<file path="config.mk">
export PLATFORM = sky130hd
export DESIGN_NAME = asg_wb_regs_flat
export DESIGN_NICKNAME = d
export VERILOG_FILES = /design/src/logic/asg_types_pkg.sv /design/src/logic/asg_cfg_if.sv /design/src/logic/asg_wb_regs.sv /design/src/flat_wrapper.sv
export SDC_FILE = /design/constraint.sdc
export NUM_CORES = 1
export LEC_CHECK = 0
export ABC_CLOCK_PERIOD_IN_PS = 6600
export BUFFER_PORTS_ARGS = -buffer_cell sky130_fd_sc_hd__buf_4
export CORE_UTILIZATION = 49
export CTS_CLUSTER_DIAMETER = 200
export DETAILED_ROUTE_END_ITERATION = 10
export PLACE_DENSITY = 0.77
export SETUP_SLACK_MARGIN = 0.5
export SYNTH_ARGS = -nofsm -noshare
export SYNTH_HDL_FRONTEND = slang
export SYNTH_SLANG_ARGS = --single-unit
</file>
<file path="constraint.sdc">
create_clock -name dac_clk_i -period 6.6 [get_ports dac_clk_i]
set_input_delay 1.65 -clock dac_clk_i [delete_from_list [all_inputs] [get_ports dac_clk_i]]
set_output_delay 1.65 -clock dac_clk_i [all_outputs]
set_load 0.02 [all_outputs]
</file>
<file path="src/logic/asg_types_pkg.sv">
// ASG channel data types and register map
// sample, amplitude, count and bus word widths plus CTRL bit positions

package asg_types_pkg;

  typedef logic signed [13:0] sample_t;   // DAC / table sample
  typedef logic        [13:0] amp_t;      // 0x2000 is unity gain
  typedef logic        [15:0] cnt16_t;    // cycle and repetition counts
  typedef logic        [31:0] dly_t;      // delay in us ticks
  typedef logic        [31:0] wb_data_t;  // Wishbone data word

  localparam int PNT_FRAC = 16;           // pointer fraction bits

  // register word indices
  localparam int REG_CTRL = 0;
  localparam int REG_SIZE = 1;
  localparam int REG_STEP = 2;
  localparam int REG_OFS  = 3;
  localparam int REG_AMP  = 4;
  localparam int REG_DC   = 5;
  localparam int REG_LAST = 6;
  localparam int REG_NCYC = 7;
  localparam int REG_RNUM = 8;
  localparam int REG_RDLY = 9;
  localparam int REG_RPNT = 10;           // read only

  // CTRL bit positions
  localparam int CTRL_RST    = 0;
  localparam int CTRL_WRAP   = 1;
  localparam int CTRL_ZERO   = 2;
  localparam int CTRL_RGATE  = 3;
  localparam int CTRL_SRC_LO = 4;
  localparam int CTRL_SRC_HI = 6;
  localparam int CTRL_SWTRIG = 8;         // write-only pulse

  typedef enum logic [2:0] {
    TRIG_NONE    = 3'd0,
    TRIG_SW      = 3'd1,
    TRIG_EXT_POS = 3'd2,
    TRIG_EXT_NEG = 3'd3
  } trig_src_e;

endpackage

</file>
<file path="src/logic/asg_cfg_if.sv">
// ASG channel configuration bundle
// register block drives it, sequencer and output stage read it

interface asg_cfg_if #(
  parameter int RSZ = 14
);
  import asg_types_pkg::*;

  typedef logic [RSZ+PNT_FRAC-1:0] pnt_t;

  pnt_t      size, step, ofs;     // fixed point table geometry
  logic      wrap, rst, zero, rgate;
  trig_src_e src;
  logic      sw_trig;             // one-cycle pulse
  cnt16_t    ncyc, rnum;
  dly_t      rdly;
  amp_t      amp;
  sample_t   dc, last;

  modport regs (output size, step, ofs, wrap, rst, zero, rgate, src, sw_trig,
                       ncyc, rnum, rdly, amp, dc, last);
  modport seq  (input  size, step, ofs, wrap, rst, zero, rgate, src, sw_trig,
                       ncyc, rnum, rdly);
  modport out  (input  amp, dc, last, zero);

endinterface

</file>
<file path="src/logic/asg_wb_regs.sv">
// ASG Wishbone classic slave
// config registers, sample table write port, single-cycle ack

module asg_wb_regs #(
  parameter int RSZ = 14
) (
  input  logic                     dac_clk_i,
  input  logic                     dac_rstn_i,
  input  logic                     wb_cyc_i,
  input  logic                     wb_stb_i,
  input  logic                     wb_we_i,
  input  logic [RSZ:0]             wb_adr_i,   // word address, msb selects table
  input  asg_types_pkg::wb_data_t  wb_dat_i,
  output asg_types_pkg::wb_data_t  wb_dat_o,
  output logic                     wb_ack_o,
  input  logic [RSZ-1:0]           rpnt_i,
  output logic                     tbl_we_o,
  output logic [RSZ-1:0]           tbl_addr_o,
  output asg_types_pkg::sample_t   tbl_data_o,
  asg_cfg_if.regs                  cfg_o
);
  import asg_types_pkg::*;

  logic           active, wr_stb, tbl_sel, reg_wr;
  logic [RSZ-1:0] reg_idx;
  wb_data_t       rdat;

  assign active  = wb_cyc_i && wb_stb_i;
  assign wr_stb  = active && wb_we_i && !wb_ack_o;  // write lands on ack edge
  assign tbl_sel = wb_adr_i[RSZ];
  assign reg_idx = wb_adr_i[RSZ-1:0];
  assign reg_wr  = wr_stb && !tbl_sel;

  // table write port, straight off the bus
  assign tbl_we_o   = wr_stb && tbl_sel;
  assign tbl_addr_o = reg_idx;
  assign tbl_data_o = sample_t'(wb_dat_i[13:0]);

  // --------------------------------------------------
  // ack and register file
  always_ff @(posedge dac_clk_i) begin
    if (!dac_rstn_i) begin
      wb_ack_o      <= 1'b0;
      cfg_o.sw_trig <= 1'b0;
      cfg_o.rst     <= 1'b0;
      cfg_o.wrap    <= 1'b0;
      cfg_o.zero    <= 1'b0;
      cfg_o.rgate   <= 1'b0;
      cfg_o.src     <= TRIG_NONE;
      cfg_o.size    <= '0;
      cfg_o.step    <= '0;
      cfg_o.ofs     <= '0;
      cfg_o.amp     <= '0;
      cfg_o.dc      <= '0;
      cfg_o.last    <= '0;
      cfg_o.ncyc    <= '0;
      cfg_o.rnum    <= '0;
      cfg_o.rdly    <= '0;
    end else begin
      wb_ack_o      <= active && !wb_ack_o;   // one cycle, no wait states
      cfg_o.sw_trig <= 1'b0;                  // self clearing
      if (reg_wr) begin
        case (reg_idx)
          RSZ'(REG_CTRL): begin
            cfg_o.rst     <= wb_dat_i[CTRL_RST];
            cfg_o.wrap    <= wb_dat_i[CTRL_WRAP];
            cfg_o.zero    <= wb_dat_i[CTRL_ZERO];
            cfg_o.rgate   <= wb_dat_i[CTRL_RGATE];
            cfg_o.src     <= trig_src_e'(wb_dat_i[CTRL_SRC_HI:CTRL_SRC_LO]);
            cfg_o.sw_trig <= wb_dat_i[CTRL_SWTRIG];
          end
          RSZ'(REG_SIZE): cfg_o.size <= wb_dat_i[RSZ+PNT_FRAC-1:0];
          RSZ'(REG_STEP): cfg_o.step <= wb_dat_i[RSZ+PNT_FRAC-1:0];
          RSZ'(REG_OFS):  cfg_o.ofs  <= wb_dat_i[RSZ+PNT_FRAC-1:0];
          RSZ'(REG_AMP):  cfg_o.amp  <= wb_dat_i[13:0];
          RSZ'(REG_DC):   cfg_o.dc   <= sample_t'(wb_dat_i[13:0]);
          RSZ'(REG_LAST): cfg_o.last <= sample_t'(wb_dat_i[13:0]);
          RSZ'(REG_NCYC): cfg_o.ncyc <= wb_dat_i[15:0];
          RSZ'(REG_RNUM): cfg_o.rnum <= wb_dat_i[15:0];
          RSZ'(REG_RDLY): cfg_o.rdly <= wb_dat_i;
          default: ;                          // rpnt and holes ignore writes
        endcase
      end
    end
  end

  // --------------------------------------------------
  // read mux, table region reads as zero
  always_comb begin
    rdat = '0;
    if (!tbl_sel) begin
      case (reg_idx)
        RSZ'(REG_CTRL): begin
          rdat[CTRL_RST]                 = cfg_o.rst;
          rdat[CTRL_WRAP]                = cfg_o.wrap;
          rdat[CTRL_ZERO]                = cfg_o.zero;
          rdat[CTRL_RGATE]               = cfg_o.rgate;
          rdat[CTRL_SRC_HI:CTRL_SRC_LO]  = cfg_o.src;
        end
        RSZ'(REG_SIZE): rdat = 32'(cfg_o.size);
        RSZ'(REG_STEP): rdat = 32'(cfg_o.step);
        RSZ'(REG_OFS):  rdat = 32'(cfg_o.ofs);
        RSZ'(REG_AMP):  rdat = 32'(cfg_o.amp);
        RSZ'(REG_DC):   rdat = 32'($unsigned(cfg_o.dc));
        RSZ'(REG_LAST): rdat = 32'($unsigned(cfg_o.last));
        RSZ'(REG_NCYC): rdat = 32'(cfg_o.ncyc);
        RSZ'(REG_RNUM): rdat = 32'(cfg_o.rnum);
        RSZ'(REG_RDLY): rdat = cfg_o.rdly;
        RSZ'(REG_RPNT): rdat = 32'(rpnt_i);   // live pointer index
        default:        rdat = '0;
      endcase
    end
  end

  always_ff @(posedge dac_clk_i) begin
    if (active && !wb_ack_o)
      wb_dat_o <= rdat;   // valid with ack
  end

endmodule

</file>
<file path="src/flat_wrapper.sv">
// flat-port wrapper written by rule: the top's interface ports become plain ports
module asg_wb_regs_flat import asg_types_pkg::*;
#(
  parameter int RSZ = 14
)
  (dac_clk_i, dac_rstn_i, wb_cyc_i, wb_stb_i, wb_we_i, wb_adr_i, wb_dat_i, wb_dat_o, wb_ack_o, rpnt_i, tbl_we_o, tbl_addr_o, tbl_data_o, cfg_o_size, cfg_o_step, cfg_o_ofs, cfg_o_wrap, cfg_o_rst, cfg_o_zero, cfg_o_rgate, cfg_o_src, cfg_o_sw_trig, cfg_o_ncyc, cfg_o_rnum, cfg_o_rdly, cfg_o_amp, cfg_o_dc, cfg_o_last);
  asg_cfg_if #(.RSZ(RSZ)) cfg_o_i ();
  input  logic dac_clk_i;
  input  logic dac_rstn_i;
  input  logic wb_cyc_i;
  input  logic wb_stb_i;
  input  logic wb_we_i;
  input  logic [RSZ:0] wb_adr_i;
  input  asg_types_pkg::wb_data_t wb_dat_i;
  output asg_types_pkg::wb_data_t wb_dat_o;
  output logic wb_ack_o;
  input  logic [RSZ-1:0] rpnt_i;
  output logic tbl_we_o;
  output logic [RSZ-1:0] tbl_addr_o;
  output asg_types_pkg::sample_t tbl_data_o;
  output wire logic [$bits(cfg_o_i.size)-1:0] cfg_o_size;
  output wire logic [$bits(cfg_o_i.step)-1:0] cfg_o_step;
  output wire logic [$bits(cfg_o_i.ofs)-1:0] cfg_o_ofs;
  output wire logic [$bits(cfg_o_i.wrap)-1:0] cfg_o_wrap;
  output wire logic [$bits(cfg_o_i.rst)-1:0] cfg_o_rst;
  output wire logic [$bits(cfg_o_i.zero)-1:0] cfg_o_zero;
  output wire logic [$bits(cfg_o_i.rgate)-1:0] cfg_o_rgate;
  output wire logic [$bits(cfg_o_i.src)-1:0] cfg_o_src;
  output wire logic [$bits(cfg_o_i.sw_trig)-1:0] cfg_o_sw_trig;
  output wire logic [$bits(cfg_o_i.ncyc)-1:0] cfg_o_ncyc;
  output wire logic [$bits(cfg_o_i.rnum)-1:0] cfg_o_rnum;
  output wire logic [$bits(cfg_o_i.rdly)-1:0] cfg_o_rdly;
  output wire logic [$bits(cfg_o_i.amp)-1:0] cfg_o_amp;
  output wire logic [$bits(cfg_o_i.dc)-1:0] cfg_o_dc;
  output wire logic [$bits(cfg_o_i.last)-1:0] cfg_o_last;
  assign cfg_o_size = cfg_o_i.size;
  assign cfg_o_step = cfg_o_i.step;
  assign cfg_o_ofs = cfg_o_i.ofs;
  assign cfg_o_wrap = cfg_o_i.wrap;
  assign cfg_o_rst = cfg_o_i.rst;
  assign cfg_o_zero = cfg_o_i.zero;
  assign cfg_o_rgate = cfg_o_i.rgate;
  assign cfg_o_src = cfg_o_i.src;
  assign cfg_o_sw_trig = cfg_o_i.sw_trig;
  assign cfg_o_ncyc = cfg_o_i.ncyc;
  assign cfg_o_rnum = cfg_o_i.rnum;
  assign cfg_o_rdly = cfg_o_i.rdly;
  assign cfg_o_amp = cfg_o_i.amp;
  assign cfg_o_dc = cfg_o_i.dc;
  assign cfg_o_last = cfg_o_i.last;
  asg_wb_regs #(.RSZ(RSZ)) u_core (.dac_clk_i(dac_clk_i), .dac_rstn_i(dac_rstn_i), .wb_cyc_i(wb_cyc_i), .wb_stb_i(wb_stb_i), .wb_we_i(wb_we_i), .wb_adr_i(wb_adr_i), .wb_dat_i(wb_dat_i), .wb_dat_o(wb_dat_o), .wb_ack_o(wb_ack_o), .rpnt_i(rpnt_i), .tbl_we_o(tbl_we_o), .tbl_addr_o(tbl_addr_o), .tbl_data_o(tbl_data_o), .cfg_o(cfg_o_i));
endmodule
</file>
==> impl_metrics.yaml, run 1 <==
setup_path:
  crit_chain: "buf_4 > or4_1 > nor3_2 > nand3_2 > buf_4 > mux2i_1"
  required_ns: 7.00
  cp_num_buf_inv: 2
  critPathMaxFanout: 16
  end_kind: "register"
  cp_top_family: "simple AND/OR/NAND/NOR gates"
  critPathLaunchType: "input pin"
  max_stage_delay_ns: 1.01
  path_class: "in -> reg"
  cpMostUsedCell: "buf_4"
  cp.arrival_ns: 5.01
  crit_slowest_cell: "nor3_2"
clocking:
  clk_latency_ns: 0.53
  cts_sinks: 237
  tritoncts: "done"
  ctsLongestPathBuffers: 3
  clk_pin_slew_worst_paths_ns: 0.06
  cts_hold_buf: 0
  cts_setup_buffers: 0
  ctsHtreeMaxLevel: 1
  cts_buffers: 25
  cts_root_buffer: "clkbuf_16"
  cts_resized: 0
synth:
  yosysWarnings: 0
  ys_seq_area_share_pct: 47.0
  yosysTopAreaCell: "dfxtp_1"
  synth_common_cells: "nand2_1, mux2i_1, dfxtp_1, clkbuf_1, buf_4"
  yosysTopAreaCellShare_pct: 38.1
  syn_nets: 1134
  syn-cell-area_um2: 10800
  synthArstFlopShare_pct: 0
  dominantRegCellSynth: "dfxtp_1"
  synth_edf_count: 32
  syn_avg_cell_area_um2: 10.1
  synth_area_leaders: "dfxtp_1, mux2i_1, edfxtp_1"
  ys_types: 61
  ys_ff_latch: 237
  synth_most_common_cell: "nand2_1"
  syn_inst: 1068
die:
  die_area_um2: 22600
  initial_core_util_pct: 50.6
  io_pins: 332
  coreArea_um2: 21300
  num_rows: 53
  die_w_um: 150
  fp.dieH_um: 150
placed_design:
  place_inst: 1576
  place_area_um2: 13200
  place_congestion: 0.893
  post-dp-hpwl_um: 24700
  port_buffers: 331
sta:
  fmax_mhz: 217
  hold_slack_ns: 0.471
  setup_viol: 0
  fin_crit_ns: 4.61
  report.final.slew_viol_count: 0
  period_share_pct: 69.9
  skew_ns: 0.0135
  fin_setup_tns_ns: 0
  maxSlewHeadroom_pct: 18.6
  hold_viol: 0
  grt_setup_unrepaired: "no"
  worst_pin_slew_ns: 1.21
final_layout:
  nets: 1394
  syn2layout_area_growth_pct: 29.8
  n_fill_cell: 1745
  layout-drive-gt1-share_pct: 32.4
  design_area_um2: 14000
  n_antenna_cell: 0
  fin_cells: 1622
  final_util_pct: 65.7
run_status:
  outcome: "complete, no violations"
detailed_routing:
  ant_nets: 0
  drc_errors: 0
  num_vias: 9534
  m1WireLength_um: 14800
  routed_wl_um: 36400
  top_layer_used: "met4"
  route.met3.wl_um: 2940
  drt_iter0_drc: 735
  viasPerCell: 5.88
  wire_per_inst_um: 22.5
  met2_length_um: 17300
  dr.pass1.iters: 5
pwr:
  power_density_nw_per_um2: 223
  p_leak_nw: 6.41
  irDropWorstVdd_mv: 0.219
min_path:
  hp-class: "reg -> reg"
grt:
  grt_max_degree: 101
  grt_pass1_vias: 9149
  overflow: 0
  antenna_found_initial: 0
  grt_use_total_pct: 31.3
  grt_pass1_wl_um: 53600
flow_run:
  max_cap_violations: 0
[stage by stage]
step / power [mW] / setup slack [ns]
floorplan: 1.62 / 1.76
global placement: 1.71 / 1.59
detailed placement: 1.71 / 1.45
CTS: 3.12 / 2.01
global route: 3.19 / 1.90
finish: 3.12 / 1.99
[worst paths after layout]
check             cells after the start                  from  slack (ns)                     to
setup reg to reg                      4       u_core.wb_ack_o        3.37   u_core.cfg_o.size[1]
setup / recovery                      6           wb_adr_i[5]        1.99  u_core.cfg_o.step[12]
hold / removal                        2  u_core.cfg_o.ncyc[8]        0.47   u_core.cfg_o.ncyc[8]
hold reg to reg                       2  u_core.cfg_o.ncyc[8]        0.47   u_core.cfg_o.ncyc[8]
[layout make-up]
type                            instances  area, µm²  area share (%)
Clock buffer                           35        723            5.17
Multi-Input combinational cell        713       5110            36.5
Inverter                                4       15.0           0.107
Timing Repair Buffer                  347       2620            18.7
Tap cell                              275        344            2.46
Sequential cell                       237       5060            36.2
Clock inverter                         11        113           0.805
[per-layer routing]
| metal | vias to the layer above | global-route usage, % |
|---|---|---|
| met5 | - | 0 |
| met4 | 0 | 14.1 |
| met3 | 94 | 5.21 |
| met2 | 477 | 50.7 |
| met1 | 4680 | 40.9 |
| li1 | 4283 | - |
[placed cells by master (no fill, tap or decap), types with 13 or more instances in the layout]
cell type	Yosys	final
buf_4	35	345
nand2_1	246	246
mux2i_1	221	221
dfxtp_1	205	205
edfxtp_1	32	32
mux2_2	25	25
a22o_1	25	25
clkbuf_16	0	25
a22oi_1	22	22
nor2_1	21	21
a21oi_1	13	13
[worst register-to-register path, cell delays in order, from the launching register on]
cell,delay (ns)
dfxtp_1,0.32
and3b_2,0.68
and3b_1,0.74
and3_2,1.10
mux2i_1,0.29
[state kept, by name (all words and copies together), names as in the netlist]
register / cells
u_core.cfg_o.rdly: 32
u_core.wb_dat_o: 32
u_core.cfg_o.ofs: 30
u_core.cfg_o.size: 30
u_core.cfg_o.step: 30
u_core.cfg_o.ncyc: 16
u_core.cfg_o.rnum: 16
u_core.cfg_o.amp: 14
u_core.cfg_o.dc: 14
u_core.cfg_o.last: 14
u_core.cfg_o.src: 3
u_core.cfg_o.rgate: 1
u_core.cfg_o.rst: 1
u_core.cfg_o.sw_trig: 1
u_core.cfg_o.wrap: 1
u_core.cfg_o.zero: 1
u_core.wb_ack_o: 1
[cells by family after synthesis]
family / Yosys count / synth area share (%)
mux: 249 / 23.8
simple gates: 350 / 15.3
buf+inv: 118 / 5.87
flops: 237 / 47.0
compound gates: 114 / 8.11
[where the power goes]
group	total, mW	internal, mW	switching [mW]
sequential	1.47	1.47	0.00352
combinational	0.214	0.0706	0.143
clock	1.43	0.842	0.587
Power figures use the tool's default switching activity.
==> run 2: changes to the inputs <==
- ABC_AREA: not set -> 1
- ABC_CLOCK_PERIOD_IN_PS: 6600 -> 3700
- CORE_UTILIZATION: 49 -> 47
- clock period: 6.6 -> 3.7 ns (I/O delays scaled with it)
==> run 2 against run 1 <==
Combinational power up 49%; clock power grew 110%; setup slack got worse by 1.1 ns; synthesized cell count up 39%; global-route usage is 2.5 points higher; total power is 91% higher; register-to-register slack got worse by 2.0 ns.
==> impl_metrics.yaml, run 2 <==
sta:
  hold_viol: 0
  report.final.slew_viol_count: 0
  fmax_mhz: 354
  grt_setup_unrepaired: "no"
  setup_viol: 0
  setup_ws_ns: 0.877
  fin_crit_ns: 2.82
  fin_setup_tns_ns: 0
  maxSlewHeadroom_pct: 31.7
  skew_ns: 0.0138
  worst_pin_slew_ns: 1.02
  period_share_pct: 76.3
setup_path:
  critPathLaunchType: "input pin"
  cp.arrival_ns: 1.90
  max_stage_delay_ns: 0.28
  crit_slowest_cell: "nor3_4"
  path_class: "in -> out"
  required_ns: 2.77
  end_kind: "output port"
  cp_num_buf_inv: 4
  cpMostUsedCell: "buf_4"
  cp_top_family: "buffers and inverters"
  crit_chain: "buf_4 > inv_2 > nor3_4 > buf_4 > nand2_1 > nor2_1 > buf_4"
  critPathMaxFanout: 9
final_layout:
  syn2layout_area_growth_pct: 30.1
  layout-drive-gt1-share_pct: 26.5
  layout_commonest_cell: "buf_4"
  top_regs: "u_core.cfg_o.rdly (32), u_core.wb_dat_o (32)"
  n_fill_cell: 2090
  nets: 1798
  final_cell_mix: "buf_4, nand2_1, nand3_1, dfxtp_1, a21oi_1"
synth:
  syn_avg_cell_area_um2: 7.41
  synthArstFlopShare_pct: 0
  ys_seq_area_share_pct: 46.0
  ys_types: 30
  ys_ff_latch: 237
  syn_inst: 1488
  syn_nets: 1554
  synth_edf_count: 32
  dominantRegCellSynth: "dfxtp_1"
  yosysWarnings: 0
  synth_most_common_cell: "nand2_1"
  synth_common_cells: "nand2_1, nand3_1, dfxtp_1, a21oi_1, nor2_1"
  synth_area_leaders: "dfxtp_1, nand3_1, a21oi_1"
  syn-cell-area_um2: 11000
  yosysTopAreaCellShare_pct: 37.2
  yosysTopAreaCell: "dfxtp_1"
pwr:
  power_density_nw_per_um2: 414
  irDropWorstVdd_mv: 0.382
  p_leak_nw: 5.85
  finalPower_mw: 5.94
clocking:
  cts_resized: 0
  cts_setup_buffers: 0
  ctsLongestPathBuffers: 3
  cts_hold_buf: 0
  cts_sinks: 237
  clk_pin_slew_worst_paths_ns: 0.06
  tritoncts: "done"
  cts_root_buffer: "clkbuf_16"
  clk_latency_ns: 0.54
  ctsHtreeMaxLevel: 1
  cts_buffers: 26
placed_design:
  place_congestion: 0.972
  post-dp-hpwl_um: 30200
  pre_cts_ws_ns: 0.544
  port_buffers: 331
die:
  coreArea_um2: 22800
  die_area_um2: 24100
  die_w_um: 155
  initial_core_util_pct: 48.2
  io_pins: 332
  num_rows: 55
  fp.dieH_um: 155
grt:
  antenna_found_initial: 2
  grt_pass1_wl_um: 62200
  grt_use_total_pct: 33.8
  grt_pass1_vias: 10000
  overflow: 0
  grt_max_degree: 108
detailed_routing:
  drt_iter0_drc: 1431
  wire_per_inst_um: 20.4
  ant_nets: 0
  routed_wl_um: 42100
  drc_errors: 0
  dr.pass1.iters: 5
  num_vias: 11600
  viasPerCell: 5.59
min_path:
  hp-class: "reg -> reg"
run_status:
  outcome: "complete, no violations"
flow_run:
  max_cap_violations: 0
[run 2: cell count changes after synthesis, moves of 23 or more]
cell / change
a21oi_1: +183
a22o_1: -25
buf_2: +23
inv_1: +121
mux2_2: -25
mux2i_1: -221
nand3_1: +201
nor2_1: +106
o21ai_0: +105
o21ai_1: +26
[run 2: logic make-up (layout without fill, tap and decap cells)]
family	count (synthesis)	count (layout)	synth area share (%)
and+or+nand+nor	626	626	26.2
buffers and inverters	278	542	11.8
other	0	1	0
DFF	237	237	46.0
AOI/OAI and AO/OA	347	347	16.1
[run 2: worst reg2reg max path: stages (launching register included)]
cell	delay [ns]
dfxtp_1	0.35
nor3_4	0.32
nand3_1	0.22
inv_2	0.17
buf_4	0.30
nand3_2	0.45
o21ai_0	0.34
a21oi_1	0.06
[run 2: power by group]
part           switching, mW  total (mW)  internal [mW]
logic                  0.213       0.318          0.105
clock network           1.11        2.99           1.89
registers            0.00697        2.62           2.62
[run 2: routing by layer]
metal  vias to the layer above  share of wire, %  global-route usage, %
met3                        56                10                   3.96
met5                         -                 0                      0
met4                         0               2.3                   9.01
li1                       5364                 -                      -
met1                      5442                42                   50.2
met2                       697                45                   51.8
[run 2: worst paths after layout]
path	startpoint	end	slack [ns]	depth (start not counted)
max	wb_stb_i	tbl_we_o	0.88	7
min	u_core.cfg_o.size[5]	u_core.cfg_o.size[5]	0.47	2
max reg2reg	u_core.wb_ack_o	u_core.cfg_o.amp[12]	1.39	7
min reg2reg	u_core.cfg_o.size[5]	u_core.cfg_o.size[5]	0.47	2
[run 2: layout make-up]
class	instances	area [µm²]	share of cell area (%)
multi-input cells	973	4670	32.6
clock buffers	36	813	5.67
well taps	313	392	2.73
flip-flops and latches	237	5060	35.3
clock inverters	12	194	1.35
diodes	1	2.50	0.0175
repair buffers	358	2690	18.7
inverters	136	513	3.58
[run 2: metrics by stage]
stage	utilization [%]	std cells	hold slack, ns	instance area (µm²)
CTS	62.7	2065	0.467	14300
finish	62.7	2066	0.466	14300
floorplan	-	1488	0.532	11000
global placement	58.3	2017	0.450	13300
detailed placement	58.3	2017	0.456	13300
global route	62.7	2066	0.482	14300
==> run 3: changes to the inputs <==
- ABC_CLOCK_PERIOD_IN_PS: 3700 -> 2500
- clock period: 3.7 -> 2.5 ns (I/O delays scaled with it)
==> run 3 against run 2 <==
Setup slack worse by 0.60 ns; routed wire length up 0.16%; critical path depth down 2; non-clock buffer count up 32; critical endpoint unchanged; highest routed layer is now met5.
==> impl_metrics.yaml, run 3 (synthesis results as in run 2) <==
run_status:
  outcome: "complete, no violations"
final_layout:
  nets: 1832
  final_cell_mix: "buf_4, nand2_1, dfxtp_1, nand3_1, a21oi_1"
  layout_commonest_cell: "buf_4"
  syn2layout_area_growth_pct: 35.0
  n_fill_cell: 2033
  layout-drive-gt1-share_pct: 30.1
  top_regs: "u_core.cfg_o.rdly (32), u_core.wb_dat_o (32)"
  final_util_pct: 65.1
  design_area_um2: 14900
setup_path:
  r2r_start: "u_core.wb_ack_o"
  ff2ff_setup_slack_ns: 0.58
  cp.arrival_ns: 1.60
  crit_path_end: "tbl_we_o"
  path_class: "reg -> out"
  end_kind: "output port"
  critPathLaunchType: "register"
  critPathMaxFanout: 2
  worstRegToRegCells: 8
  required_ns: 1.88
  setup.worst_path.start: "u_core.wb_ack_o"
  r2r-end: "u_core.cfg_o.size[19]"
flow_run:
  max_cap_violations: 0
detailed_routing:
  routed_wl_um: 42200
  viasPerCell: 5.54
  ant_nets: 0
  drc_errors: 0
  dr.pass1.iters: 5
  wire_per_inst_um: 20.1
  drt_iter0_drc: 1324
  num_vias: 11600
sta:
  worst_pin_slew_ns: 0.442
  fin_crit_ns: 2.23
  maxSlewHeadroom_pct: 70.5
  fmax_mhz: 449
  skew_ns: 0.0139
  report.final.slew_viol_count: 0
  period_share_pct: 89.0
  setup_viol: 0
  grt_setup_unrepaired: "yes"
  setup_ws_ns: 0.274
  hold_viol: 0
pwr:
  irDropWorstVdd_mv: 0.349
  p_leak_nw: 6.03
  p_sw_share_pct: 23.2
  finalPower_mw: 8.36
  p_switching_mw: 1.94
  clkPwrFrac_pct: 47.6
  power.internal_mw: 6.42
  combPwrFrac_pct: 6.0
  power_density_nw_per_um2: 562
  seqPwrFrac_pct: 46.4
placed_design:
  post-dp-hpwl_um: 30600
  place_congestion: 0.983
  pre_cts_ws_ns: 0.0476
  port_buffers: 331
  place_area_um2: 13900
grt:
  grt_use_total_pct: 33.9
  grt_pass1_vias: 10500
  overflow: 0
  antenna_found_initial: 1
  grt_max_degree: 61
  grt_pass1_wl_um: 62300
die:
  initial_core_util_pct: 48.2
  io_pins: 332
  coreArea_um2: 22800
  die_area_um2: 24100
  die_w_um: 155
  fp.dieH_um: 155
  num_rows: 55
clocking:
  cts_hold_buf: 0
  cts_sinks: 237
  cts_buffers: 26
  cts_root_buffer: "clkbuf_16"
  clk_pin_slew_worst_paths_ns: 0.06
  tritoncts: "done"
  ctsHtreeMaxLevel: 1
  ctsLongestPathBuffers: 3
  clk_latency_ns: 0.53
min_path:
  min_from: "wb_cyc_i"
  hp-class: "in -> reg"
[run 3: power groups by stage]
stage | sequential, mW | clock [mW] | combinational, mW
final | 3.88 | 3.98 | 0.505
after global routing | 3.88 | 4.18 | 0.528
after CTS | 3.88 | 3.99 | 0.492
after detailed placement | 3.97 | 0 | 0.484
after global placement | 3.97 | 0 | 0.481
after floorplan | 3.98 | 0 | 0.238
[run 3: per-stage QoR]
step	hold WS, ns	cells	setup TNS [ns]
5_1_grt	0.363	2100	0
6_report	0.358	2100	0
4_1_cts	0.349	2096	0
3_3_place_gp	0.449	2045	0
3_5_place_dp	0.457	2045	0
2_1_floorplan	0.532	1488	-11.35
[run 3: worst min path at each step]
| stage | end | slack [ns] | depth (start not counted) |
|---|---|---|---|
| after floorplan | u_core.cfg_o.size[14] | 0.53 | 2 |
| after detailed placement | u_core.cfg_o.size[15] | 0.46 | 2 |
| after global placement | u_core.cfg_o.rnum[9] | 0.45 | 2 |
| after global routing | u_core.wb_ack_o | 0.36 | 3 |
| final | u_core.wb_ack_o | 0.36 | 3 |
| after CTS | u_core.wb_ack_o | 0.35 | 3 |
[run 3: timing repair]
action / CTS / global route
endpoints found under the setup margin: 10 / 97
setup buffers: 2 / 2
pin swaps: 2 / 4
cloned: 1 / 1
gates resized for setup: 7 / 17
[run 3: layout make-up]
class	instances	area, µm²	share of cell area [%]
Sequential cell	237	5070	34.1
Multi-Input combinational cell	975	4900	32.9
Timing Repair Buffer	390	3070	20.6
Clock buffer	41	863	5.80
Inverter	136	538	3.62
Tap cell	313	392	2.63
Clock inverter	7	45.0	0.303
Antenna cell	1	2.50	0.0168
[run 3: metal layers]
layer	share of wire [%]	track usage (%)	wire length [µm]	up-vias
met5	0.22	2.90	91	-
met4	3.2	10.6	1360	2
met2	45	52.0	18900	716
met1	41	47.5	17200	5385
li1	-	-	-	5448
met3	11	6.94	4660	91
[run 3: worst max-delay path: stages (launching register included)]
cell and delay, ns:
dfxtp_2 0.33, nor3_4 0.30, buf_6 0.16, nand2_4 0.04
nor2_4 0.11, buf_6 0.13
